**src/mips_decode_consts.svh**
```systemverilog
`ifndef MIPS_DECODE_CONSTS_SVH
`define MIPS_DECODE_CONSTS_SVH

`define WORD_W      32
`define REG_W       5
`define IMM16_W     16
`define IMM26_W     26
`define SA_W        5
`define OPC_W       6
`define FN_W        6

`define OP_SPECIAL  6'h00
`define OP_REGIMM   6'h01
`define OP_J        6'h02
`define OP_JAL      6'h03
`define OP_BEQ      6'h04
`define OP_BNE      6'h05
`define OP_BLEZ     6'h06
`define OP_BGTZ     6'h07
`define OP_ADDI     6'h08
`define OP_ADDIU    6'h09
`define OP_SLTI     6'h0a
`define OP_SLTIU    6'h0b
`define OP_ANDI     6'h0c
`define OP_ORI      6'h0d
`define OP_XORI     6'h0e
`define OP_LUI      6'h0f
`define OP_SPECIAL2 6'h1c
`define OP_LB       6'h20
`define OP_LH       6'h21
`define OP_LW       6'h23
`define OP_LBU      6'h24
`define OP_LHU      6'h25
`define OP_SB       6'h28
`define OP_SH       6'h29
`define OP_SW       6'h2b

`define FN_SLL      6'h00
`define FN_SRL      6'h02
`define FN_SRA      6'h03
`define FN_SLLV     6'h04
`define FN_SRLV     6'h06
`define FN_SRAV     6'h07
`define FN_JR       6'h08
`define FN_JALR     6'h09
`define FN_MFHI     6'h10
`define FN_MTHI     6'h11
`define FN_MFLO     6'h12
`define FN_MTLO     6'h13
`define FN_MULT     6'h18
`define FN_MULTU    6'h19
`define FN_DIV      6'h1a
`define FN_DIVU     6'h1b
`define FN_ADD      6'h20
`define FN_ADDU     6'h21
`define FN_SUB      6'h22
`define FN_SUBU     6'h23
`define FN_AND      6'h24
`define FN_OR       6'h25
`define FN_XOR      6'h26
`define FN_NOR      6'h27
`define FN_SLT      6'h2a
`define FN_SLTU     6'h2b
`define FN_MUL      6'h02

`define RT_BLTZ     5'h00
`define RT_BGEZ     5'h01

`define JP_NONE     2'd0
`define JP_IMM      2'd1
`define JP_REG      2'd2

`define DST_RT      2'd0
`define DST_RD      2'd1
`define DST_R31     2'd2

`define WB_ALU      2'd0
`define WB_MEM      2'd1
`define WB_PC       2'd2

`define LEN_16      2'd0
`define LEN_26      2'd1
`define LEN_SA      2'd2

`define SIZE_WORD   2'd0
`define SIZE_HALF   2'd1
`define SIZE_BYTE   2'd2

`define HL_ALU      2'd0
`define HL_HI       2'd1
`define HL_LO       2'd2

`endif

```
**src/mips_decode_pkg.sv**
```systemverilog
package mips_decode_pkg;

`include "mips_decode_consts.svh"

    typedef struct packed {
        logic [`OPC_W-1:0] opcode; // major opcode, same spot in every format
        logic [`REG_W-1:0] rs;     // first source register
        logic [`REG_W-1:0] rt;     // second source or immediate-form destination
        logic [`REG_W-1:0] rd;     // register-form destination
        logic [`SA_W-1:0]  sa;     // constant shift amount
        logic [`FN_W-1:0]  funct;  // selects the operation inside SPECIAL and SPECIAL2
    } insn_r_t;

    typedef struct packed {
        logic [`OPC_W-1:0]   opcode;
        logic [`REG_W-1:0]   rs;    // base register for loads and stores
        logic [`REG_W-1:0]   rt;    // also carries the REGIMM sub-opcode
        logic [`IMM16_W-1:0] imm16; // offset or ALU immediate
    } insn_i_t;

    typedef struct packed {
        logic [`OPC_W-1:0]   opcode;
        logic [`IMM26_W-1:0] imm26; // word index of the jump target
    } insn_j_t;

    // one instruction word seen through the three encoding formats
    typedef union packed {
        insn_r_t r;
        insn_i_t i;
        insn_j_t j;
    } insn_word_u;

endpackage

```
**src/decode_ctrl_if.sv**
```systemverilog
`timescale 1ns/1ps

interface decode_ctrl_if;
    logic       br;           // conditional branch
    logic [1:0] jp;           // none, immediate target or register target
    logic       alu_in_b;     // second alu operand is the immediate
    logic       dm_we;        // data memory write
    logic       r_we;         // register file write
    logic [1:0] r_dst;        // rt, rd or r31
    logic [1:0] rw_d;         // writeback from alu, memory or pc
    logic [1:0] imm_len;      // 16 bit, 26 bit or shift amount
    logic       imm_sign_ext; // sign extend the 16 bit immediate
    logic [1:0] mem_size;     // word, half or byte access
    logic       mem_sign_ext; // sign extend the loaded value
    logic [1:0] hi_lo_out;    // result from alu, hi or lo
    logic       hi_in;        // load hi
    logic       lo_in;        // load lo
    logic       not_impl;     // word outside the decoded set

    modport source (
        output br, jp, alu_in_b, dm_we, r_we, r_dst, rw_d, imm_len, imm_sign_ext,
        output mem_size, mem_sign_ext, hi_lo_out, hi_in, lo_in, not_impl
    );

    modport sink (
        input br, jp, alu_in_b, dm_we, r_we, r_dst, rw_d, imm_len, imm_sign_ext,
        input mem_size, mem_sign_ext, hi_lo_out, hi_in, lo_in, not_impl
    );
endinterface

```
**src/insn_control.sv**
```systemverilog
`timescale 1ns/1ps

`include "mips_decode_consts.svh"

module insn_control
    import mips_decode_pkg::*;
(
    input  logic          clk,
    input  logic          i_reset,
    input  insn_word_u    i_insn,
    decode_ctrl_if.source ctrl
);

    logic       n_br;
    logic [1:0] n_jp;
    logic       n_alu_in_b;
    logic       n_dm_we;
    logic       n_r_we;
    logic [1:0] n_r_dst;
    logic [1:0] n_rw_d;
    logic [1:0] n_imm_len;
    logic       n_imm_sign_ext;
    logic [1:0] n_mem_size;
    logic       n_mem_sign_ext;
    logic [1:0] n_hi_lo_out;
    logic       n_hi_in;
    logic       n_lo_in;
    logic       n_not_impl;
    logic       is_nop;

    // the all-zero word would otherwise look like sll r0, r0, 0
    assign is_nop = (i_insn.j.opcode == '0) && (i_insn.j.imm26 == '0);

    always_comb begin
        n_br           = 1'b0;       // defaults describe an instruction that does nothing
        n_jp           = `JP_NONE;
        n_alu_in_b     = 1'b0;
        n_dm_we        = 1'b0;
        n_r_we         = 1'b0;
        n_r_dst        = `DST_RT;
        n_rw_d         = `WB_ALU;
        n_imm_len      = `LEN_16;
        n_imm_sign_ext = 1'b1;       // immediates are signed unless the op is logical
        n_mem_size     = `SIZE_WORD;
        n_mem_sign_ext = 1'b1;
        n_hi_lo_out    = `HL_ALU;
        n_hi_in        = 1'b0;
        n_lo_in        = 1'b0;
        n_not_impl     = 1'b0;
        if (!is_nop) begin
            case (i_insn.r.opcode)
                `OP_SPECIAL: begin
                    case (i_insn.r.funct)
                        `FN_SLL, `FN_SRL, `FN_SRA: begin
                            n_alu_in_b = 1'b1;   // shift amount is the b operand
                            n_r_we     = 1'b1;
                            n_r_dst    = `DST_RD;
                            n_imm_len  = `LEN_SA;
                        end
                        `FN_SLLV, `FN_SRLV, `FN_SRAV: begin
                            n_r_we    = 1'b1;    // amount comes from rs here
                            n_r_dst   = `DST_RD;
                            n_imm_len = `LEN_SA;
                        end
                        `FN_JR: n_jp = `JP_REG;
                        `FN_JALR: begin
                            n_jp    = `JP_REG;
                            n_r_we  = 1'b1;      // link address goes to rd
                            n_rw_d  = `WB_PC;
                            n_r_dst = `DST_RD;
                        end
                        `FN_MFHI, `FN_MFLO: begin
                            n_r_we      = 1'b1;
                            n_r_dst     = `DST_RD;
                            n_hi_lo_out = (i_insn.r.funct == `FN_MFHI) ? `HL_HI : `HL_LO;
                        end
                        `FN_MTHI: n_hi_in = 1'b1;
                        `FN_MTLO: n_lo_in = 1'b1;
                        `FN_MULT, `FN_MULTU, `FN_DIV, `FN_DIVU: begin
                            n_hi_in = 1'b1;      // both halves of the product or quotient
                            n_lo_in = 1'b1;
                        end
                        `FN_ADD, `FN_ADDU, `FN_SUB, `FN_SUBU, `FN_AND, `FN_OR,
                        `FN_XOR, `FN_NOR, `FN_SLT, `FN_SLTU: begin
                            n_r_we  = 1'b1;      // plain three-register alu op
                            n_r_dst = `DST_RD;
                        end
                        default: n_not_impl = 1'b1;
                    endcase
                end
                `OP_REGIMM: begin
                    case (i_insn.i.rt)           // rt holds the sub-opcode here
                        `RT_BLTZ, `RT_BGEZ: n_br = 1'b1;
                        default:            n_not_impl = 1'b1;
                    endcase
                end
                `OP_J, `OP_JAL: begin
                    n_jp      = `JP_IMM;
                    n_imm_len = `LEN_26;
                    if (i_insn.r.opcode == `OP_JAL) begin
                        n_r_dst = `DST_R31;      // jal links through r31
                        n_r_we  = 1'b1;
                        n_rw_d  = `WB_PC;
                    end
                end
                `OP_BEQ, `OP_BNE, `OP_BLEZ, `OP_BGTZ: n_br = 1'b1;
                `OP_ADDI, `OP_ADDIU, `OP_SLTI, `OP_SLTIU: begin
                    n_alu_in_b = 1'b1;
                    n_r_we     = 1'b1;
                end
                `OP_ANDI, `OP_ORI, `OP_XORI, `OP_LUI: begin
                    n_alu_in_b     = 1'b1;
                    n_r_we         = 1'b1;
                    n_imm_sign_ext = 1'b0;       // logical immediates are zero extended
                end
                `OP_SPECIAL2: begin
                    if (i_insn.r.funct == `FN_MUL) begin
                        n_r_we  = 1'b1;
                        n_r_dst = `DST_RD;
                    end else begin
                        n_not_impl = 1'b1;
                    end
                end
                `OP_LB, `OP_LH, `OP_LW, `OP_LBU, `OP_LHU: begin
                    n_alu_in_b = 1'b1;           // address is base plus offset
                    n_r_we     = 1'b1;
                    n_rw_d     = `WB_MEM;
                    if (i_insn.i.opcode == `OP_LB || i_insn.i.opcode == `OP_LBU)
                        n_mem_size = `SIZE_BYTE;
                    if (i_insn.i.opcode == `OP_LH || i_insn.i.opcode == `OP_LHU)
                        n_mem_size = `SIZE_HALF;
                    if (i_insn.i.opcode == `OP_LBU || i_insn.i.opcode == `OP_LHU)
                        n_mem_sign_ext = 1'b0;   // unsigned loads pad with zeros
                end
                `OP_SB, `OP_SH, `OP_SW: begin
                    n_alu_in_b = 1'b1;
                    n_dm_we    = 1'b1;
                    if (i_insn.i.opcode == `OP_SB)
                        n_mem_size = `SIZE_BYTE;
                    else if (i_insn.i.opcode == `OP_SH)
                        n_mem_size = `SIZE_HALF;
                end
                default: n_not_impl = 1'b1;
            endcase
        end
    end

    always_ff @(posedge clk) begin
        if (i_reset) begin
            ctrl.br           <= 1'b0;
            ctrl.jp           <= `JP_NONE;
            ctrl.alu_in_b     <= 1'b0;
            ctrl.dm_we        <= 1'b0;
            ctrl.r_we         <= 1'b0;
            ctrl.r_dst        <= `DST_RT;
            ctrl.rw_d         <= `WB_ALU;
            ctrl.imm_len      <= `LEN_16;
            ctrl.imm_sign_ext <= 1'b1;      // same as the decode default
            ctrl.mem_size     <= `SIZE_WORD;
            ctrl.mem_sign_ext <= 1'b1;
            ctrl.hi_lo_out    <= `HL_ALU;
            ctrl.hi_in        <= 1'b0;
            ctrl.lo_in        <= 1'b0;
            ctrl.not_impl     <= 1'b0;
        end else begin
            ctrl.br           <= n_br;
            ctrl.jp           <= n_jp;
            ctrl.alu_in_b     <= n_alu_in_b;
            ctrl.dm_we        <= n_dm_we;
            ctrl.r_we         <= n_r_we;
            ctrl.r_dst        <= n_r_dst;
            ctrl.rw_d         <= n_rw_d;
            ctrl.imm_len      <= n_imm_len;
            ctrl.imm_sign_ext <= n_imm_sign_ext;
            ctrl.mem_size     <= n_mem_size;
            ctrl.mem_sign_ext <= n_mem_sign_ext;
            ctrl.hi_lo_out    <= n_hi_lo_out;
            ctrl.hi_in        <= n_hi_in;
            ctrl.lo_in        <= n_lo_in;
            ctrl.not_impl     <= n_not_impl;
        end
    end

endmodule

```
**src/insn_field_reg.sv**
```systemverilog
`timescale 1ns/1ps

`include "mips_decode_consts.svh"

module insn_field_reg
    import mips_decode_pkg::*;
(
    input  logic                clk,
    input  insn_word_u          i_insn,
    input  logic [`WORD_W-1:0]  i_pc,
    output logic [`REG_W-1:0]   o_rs,
    output logic [`REG_W-1:0]   o_rt,
    output logic [`IMM16_W-1:0] o_imm16,
    output logic [`IMM26_W-1:0] o_imm26,
    output logic [`SA_W-1:0]    o_sa,
    output logic [`WORD_W-1:0]  o_pc,
    output logic [`WORD_W-1:0]  o_insn
);

    // register numbers go to the register file in the same cycle
    assign o_rs = i_insn.i.rs;
    assign o_rt = i_insn.i.rt;

    always_ff @(posedge clk) begin
        o_imm16 <= i_insn.i.imm16;  // extension is left to the next stage
        o_imm26 <= i_insn.j.imm26;  // jump target bits before the shift by two
        o_sa    <= i_insn.r.sa;
        o_pc    <= i_pc;            // pc travels with its instruction
        o_insn  <= i_insn;          // whole word kept for later stages
    end

endmodule

```
**src/mips_decode.sv**
```systemverilog
`timescale 1ns/1ps

`include "mips_decode_consts.svh"

module mips_decode (
    input  logic                clk,
    input  logic                i_reset,
    input  logic [`WORD_W-1:0]  i_insn,
    input  logic [`WORD_W-1:0]  i_pc,
    output logic [`REG_W-1:0]   o_rs,
    output logic [`REG_W-1:0]   o_rt,
    output logic [`IMM16_W-1:0] o_imm16,
    output logic [`IMM26_W-1:0] o_imm26,
    output logic [`SA_W-1:0]    o_sa,
    output logic                o_br,
    output logic [1:0]          o_jp,
    output logic                o_alu_in_b,
    output logic                o_dm_we,
    output logic                o_r_we,
    output logic [1:0]          o_r_dst,
    output logic [1:0]          o_rw_d,
    output logic [1:0]          o_imm_len,
    output logic                o_imm_sign_ext,
    output logic [1:0]          o_mem_size,
    output logic                o_mem_sign_ext,
    output logic [1:0]          o_hi_lo_out,
    output logic                o_hi_in,
    output logic                o_lo_in,
    output logic                o_not_impl,
    output logic [`WORD_W-1:0]  o_pc,
    output logic [`WORD_W-1:0]  o_insn
);

    decode_ctrl_if ctrl ();  // registered control fields from the decoder

    insn_control u_control (
        .clk     (clk),
        .i_reset (i_reset),
        .i_insn  (i_insn),
        .ctrl    (ctrl.source)
    );

    insn_field_reg u_fields (
        .clk     (clk),
        .i_insn  (i_insn),
        .i_pc    (i_pc),
        .o_rs    (o_rs),
        .o_rt    (o_rt),
        .o_imm16 (o_imm16),
        .o_imm26 (o_imm26),
        .o_sa    (o_sa),
        .o_pc    (o_pc),
        .o_insn  (o_insn)
    );

    assign o_br           = ctrl.br;
    assign o_jp           = ctrl.jp;
    assign o_alu_in_b     = ctrl.alu_in_b;
    assign o_dm_we        = ctrl.dm_we;
    assign o_r_we         = ctrl.r_we;
    assign o_r_dst        = ctrl.r_dst;
    assign o_rw_d         = ctrl.rw_d;
    assign o_imm_len      = ctrl.imm_len;
    assign o_imm_sign_ext = ctrl.imm_sign_ext;
    assign o_mem_size     = ctrl.mem_size;
    assign o_mem_sign_ext = ctrl.mem_sign_ext;
    assign o_hi_lo_out    = ctrl.hi_lo_out;
    assign o_hi_in        = ctrl.hi_in;
    assign o_lo_in        = ctrl.lo_in;
    assign o_not_impl     = ctrl.not_impl;  // stays aligned with the other fields

endmodule

```
**config.mk**
```make
export PLATFORM = sky130hd
export DESIGN_NAME = mips_decode
export DESIGN_NICKNAME = d
export VERILOG_FILES = /design/src/mips_decode_pkg.sv /design/src/decode_ctrl_if.sv /design/src/insn_control.sv /design/src/insn_field_reg.sv /design/src/mips_decode.sv
export VERILOG_INCLUDE_DIRS = /design/src
export SDC_FILE = /design/constraint.sdc
export NUM_CORES = 1
export LEC_CHECK = 0
export ABC_AREA = 0
export BUFFER_PORTS_ARGS = -buffer_cell sky130_fd_sc_hd__buf_4
export CAP_MARGIN = 20
export CELL_PAD_IN_SITES_DETAIL_PLACEMENT = 0
export CELL_PAD_IN_SITES_GLOBAL_PLACEMENT = 1
export CORE_ASPECT_RATIO = 0.9
export CORE_MARGIN = 1.5
export CORE_UTILIZATION = 30
export CTS_CLUSTER_DIAMETER = 100
export DETAILED_ROUTE_END_ITERATION = 7
export GPL_TIMING_DRIVEN = 1
export PLACE_DENSITY = 0.92
export SETUP_SLACK_MARGIN = 0.05
export SLEW_MARGIN = 40
export SYNTH_ARGS = -nofsm -noshare
export SYNTH_HDL_FRONTEND = slang
export SYNTH_HIERARCHICAL = 1
export SYNTH_SLANG_ARGS = --single-unit
```
**constraint.sdc**
```tcl
create_clock -name clk -period 2.71 [get_ports clk]
set_input_delay 0.1355 -clock clk [delete_from_list [all_inputs] [get_ports clk]]
set_output_delay 0.1355 -clock clk [all_outputs]
set_load 0.05 [all_outputs]
```
==> impl_metrics.tcl <==
set metrics [dict create \
    status "complete, no violations" \
    synth_area_leader_cell "dfxtp_1" \
    std_cell_rows 33 \
    worstPathMaxFanout 7 \
    worstHoldEndpoint "u_fields/o_insn[27]$_DFF_P_" \
    start_util_pct 30.7 \
    ff_latch_area_um2 1680 \
    pre_cts_ws_ns 1.04 \
    arrival_ns 2.13 \
    switching_power_mw 1.01 \
    grt_pass1_wl_um 13100 \
    dr.pass1.iters 5 \
    routed_via_density 4.32 \
    fmax_ghz 0.527 \
    post_drt_wl_per_cell_um 15.8 \
    cellLeakagePower_nw 2.25 \
    hold-path-cell-count 1 \
    worstMarginPinSlew_ns 0.517 \
    hold_ws_ns 0.0266 \
    instances_no_fill 584 \
    n_fill_cell 773 \
    p_comb_share_pct 24.3 \
    placedCellCount 505 \
    ios 208 \
    cts_resized 0 \
    antenna_found_initial 0 \
    maxCapViolCount 0 \
    min_period_over_period_pct 70.1 \
    first_global_vias 2467 \
    p_sw_share_pct 32.6 \
    clk_pin_slew_ns 0.09 \
    critPathMaxStageDelay_ns 0.55 \
    synth_area_um2 2790 \
    power_frac_clock_pct 33.2 \
    hold_path_class "in2reg" \
    cts_sinks 84 \
    grt_overflow 0 \
    vias 2524 \
    ys_seq_elements 84 \
    totalWireLength_um 9210 \
    vdd_ir_drop_max_v 0.000348 \
    final_cell_area_um2 4860 \
    grt_start_max_net_pins 17 \
    ant_nets 0 \
    yosys-top-cells-area "dfxtp_1, buf_4, nor2_1, nand2b_1, nor4_1" \
    placed_area_um2 4000 \
    htree_levels 3 \
    drtIter0Drc 71 \
    cts_made_buffers 9 \
    required_ns 2.94 \
    fin_ws_ns 0.811 \
    yosys_warnings 6 \
    track_usage_pct 17.4 \
    min_from "i_insn[27]" \
    clock_path_buffers 2 \
    seq_power_share_pct 42.6 \
    rsz0062_at_grt "false" \
    slew_viol_final 0 \
    dieArea_um2 9880 \
    setup-tns-final_ns 0 \
    multi_input_area_um2 604 \
    synthCells 243 \
    total_power_mw 3.10 \
    hold_violations 0 \
    dpl.hpwl_um 6000 \
    final_cell_mix "buf_4, dfxtp_1, dlygate4sd3_1" \
    synth_nets 309 \
    max_slew_margin_pct 65.3 \
    mostFrequentLayoutCell "buf_4" \
    drive_above_1_share_pct 50.4 \
    port_buffers 207 \
    syn-mean-instance-area_um2 11.5 \
    layout.nets 523 \
    core_area_um2 9080 \
    synthDistinctLibCells 44 \
    critPathKind "in2reg" \
    cts_tree "built" \
    die_y_um 94.4 \
    yosysTopAreaCellShare_pct 60.4 \
    yosysSeqAreaShare_pct 60.4 \
    gp_congestion 0.804 \
    start_kind "input pin" \
    antenna_cells 0 \
    internal_power_mw 2.09 \
    powerDensity_nw_per_um2 637 \
    final.min_clock_period_ns 1.90 \
    end_kind "register" \
    setup_viol_count_final 0 \
    area_delta_synth_final_pct 74.5 \
    cp_slowest_cell "dlygate4sd3_1" \
    path_cells "dlygate4sd3_1 > buf_4 > nor4_2 > nand4b_1 > o31ai_4 > nor4b_1" \
    root_buffer "clkbuf_8" \
    post-route-util_pct 53.5 \
    fp.dieW_um 105 \
    drc_errors 0 \
]
[worst max-delay path, delay by kind of cell]
family          cells  cell delay (ns)
buf+inv             2             0.70
simple gates        3             0.87
compound gates      1             0.42
[logic make-up after synthesis]
kind of cell | count (synthesis) | synth area share [%]
flops | 84 | 60.4
buf+inv | 70 | 18.0
simple gates | 61 | 13.7
compound gates | 27 | 7.63
mux | 1 | 0.404
[layout make-up]
cell class / instances / share of cell area [%]
repair buffers: 270 / 44.9
well taps: 122 / 3.14
clock inverters: 7 / 2.14
inverters: 3 / 0.232
clock buffers: 9 / 2.55
flip-flops and latches: 84 / 34.6
multi-input cells: 89 / 12.4
[registers in the layout, summed over array words and instances, names as in the netlist]
register	flops
u_control/ctrl.rw_d	2
u_control/ctrl.br	1
u_control/ctrl.mem_sign_ext	1
u_control/ctrl.imm_len	1
u_control/ctrl.hi_lo_out	2
u_control/ctrl.hi_in	1
u_control/ctrl.imm_sign_ext	1
u_control/ctrl.jp	2
u_control/ctrl.not_impl	1
u_control/ctrl.lo_in	1
u_fields/o_pc	32
u_control/ctrl.dm_we	1
u_control/ctrl.r_we	1
u_control/ctrl.mem_size	2
u_fields/o_insn	32
u_control/ctrl.r_dst	2
u_control/ctrl.alu_in_b	1
[synthesized netlist by cell type]
library cell / count
nor4_1: 6
nor4_2: 1
o21ai_1: 1
inv_2: 1
o21bai_1: 2
a311oi_2: 1
nor3_4: 2
a221o_1: 1
o31a_1: 1
nand3_1: 5
or4_1: 1
nor2b_1: 2
and4b_1: 1
buf_4: 58
or4_4: 2
a211oi_1: 3
mux2_2: 1
buf_2: 4
nand4bb_1: 2
nand2_1: 6
a31oi_1: 2
a21oi_1: 7
o311a_1: 1
nor4b_1: 1
dfxtp_1: 84
nand4_1: 2
and2_1: 1
nor2_1: 14
o32ai_1: 1
o221ai_1: 1
buf_6: 2
o21ai_0: 1
a41oi_1: 1
o31ai_4: 1
and3_1: 1
inv_1: 2
nor2_4: 1
a221oi_1: 1
clkbuf_1: 3
nand2b_1: 7
o2111a_1: 1
nor3_1: 5
nand4b_1: 1
o22ai_1: 1
[worst max-delay path by stage]
stage / slack, ns / end / startpoint / depth (start not counted)
floorplan: 1.44 / u_control/ctrl.r_we$_SDFF_PP0_ / i_insn[28] / 5
global placement: 1.01 / u_control/ctrl.br$_SDFF_PP0_ / i_insn[16] / 5
detailed placement: 1.04 / u_control/ctrl.br$_SDFF_PP0_ / i_insn[16] / 5
CTS: 0.86 / u_control/ctrl.br$_SDFF_PP0_ / i_insn[20] / 6
global route: 0.76 / u_control/ctrl.br$_SDFF_PP0_ / i_insn[20] / 6
finish: 0.81 / u_control/ctrl.br$_SDFF_PP0_ / i_insn[20] / 6
[timing repair]
item	4_1_cts	5_1_grt
setup buffers	0	0
hold buffers	63	0
endpoints found under the hold margin	63	0
[metal layers]
metal	up-vias	global-route usage (%)	share of wire (%)
met5	-	0	0
li1	1198	-	-
met4	0	7.65	2.8
met2	115	32.9	54
met1	1187	17.7	37
met3	24	5.38	6.4
[power by group through the flow]
stage	clock [mW]	sequential [mW]	combinational [mW]
after global placement	0	1.34	0.667
final	1.03	1.32	0.752
after global routing	1.11	1.32	0.776
after CTS	1.05	1.32	0.748
after detailed placement	0	1.34	0.671
after floorplan	0	1.53	0.285
Power figures use the tool's default switching activity.
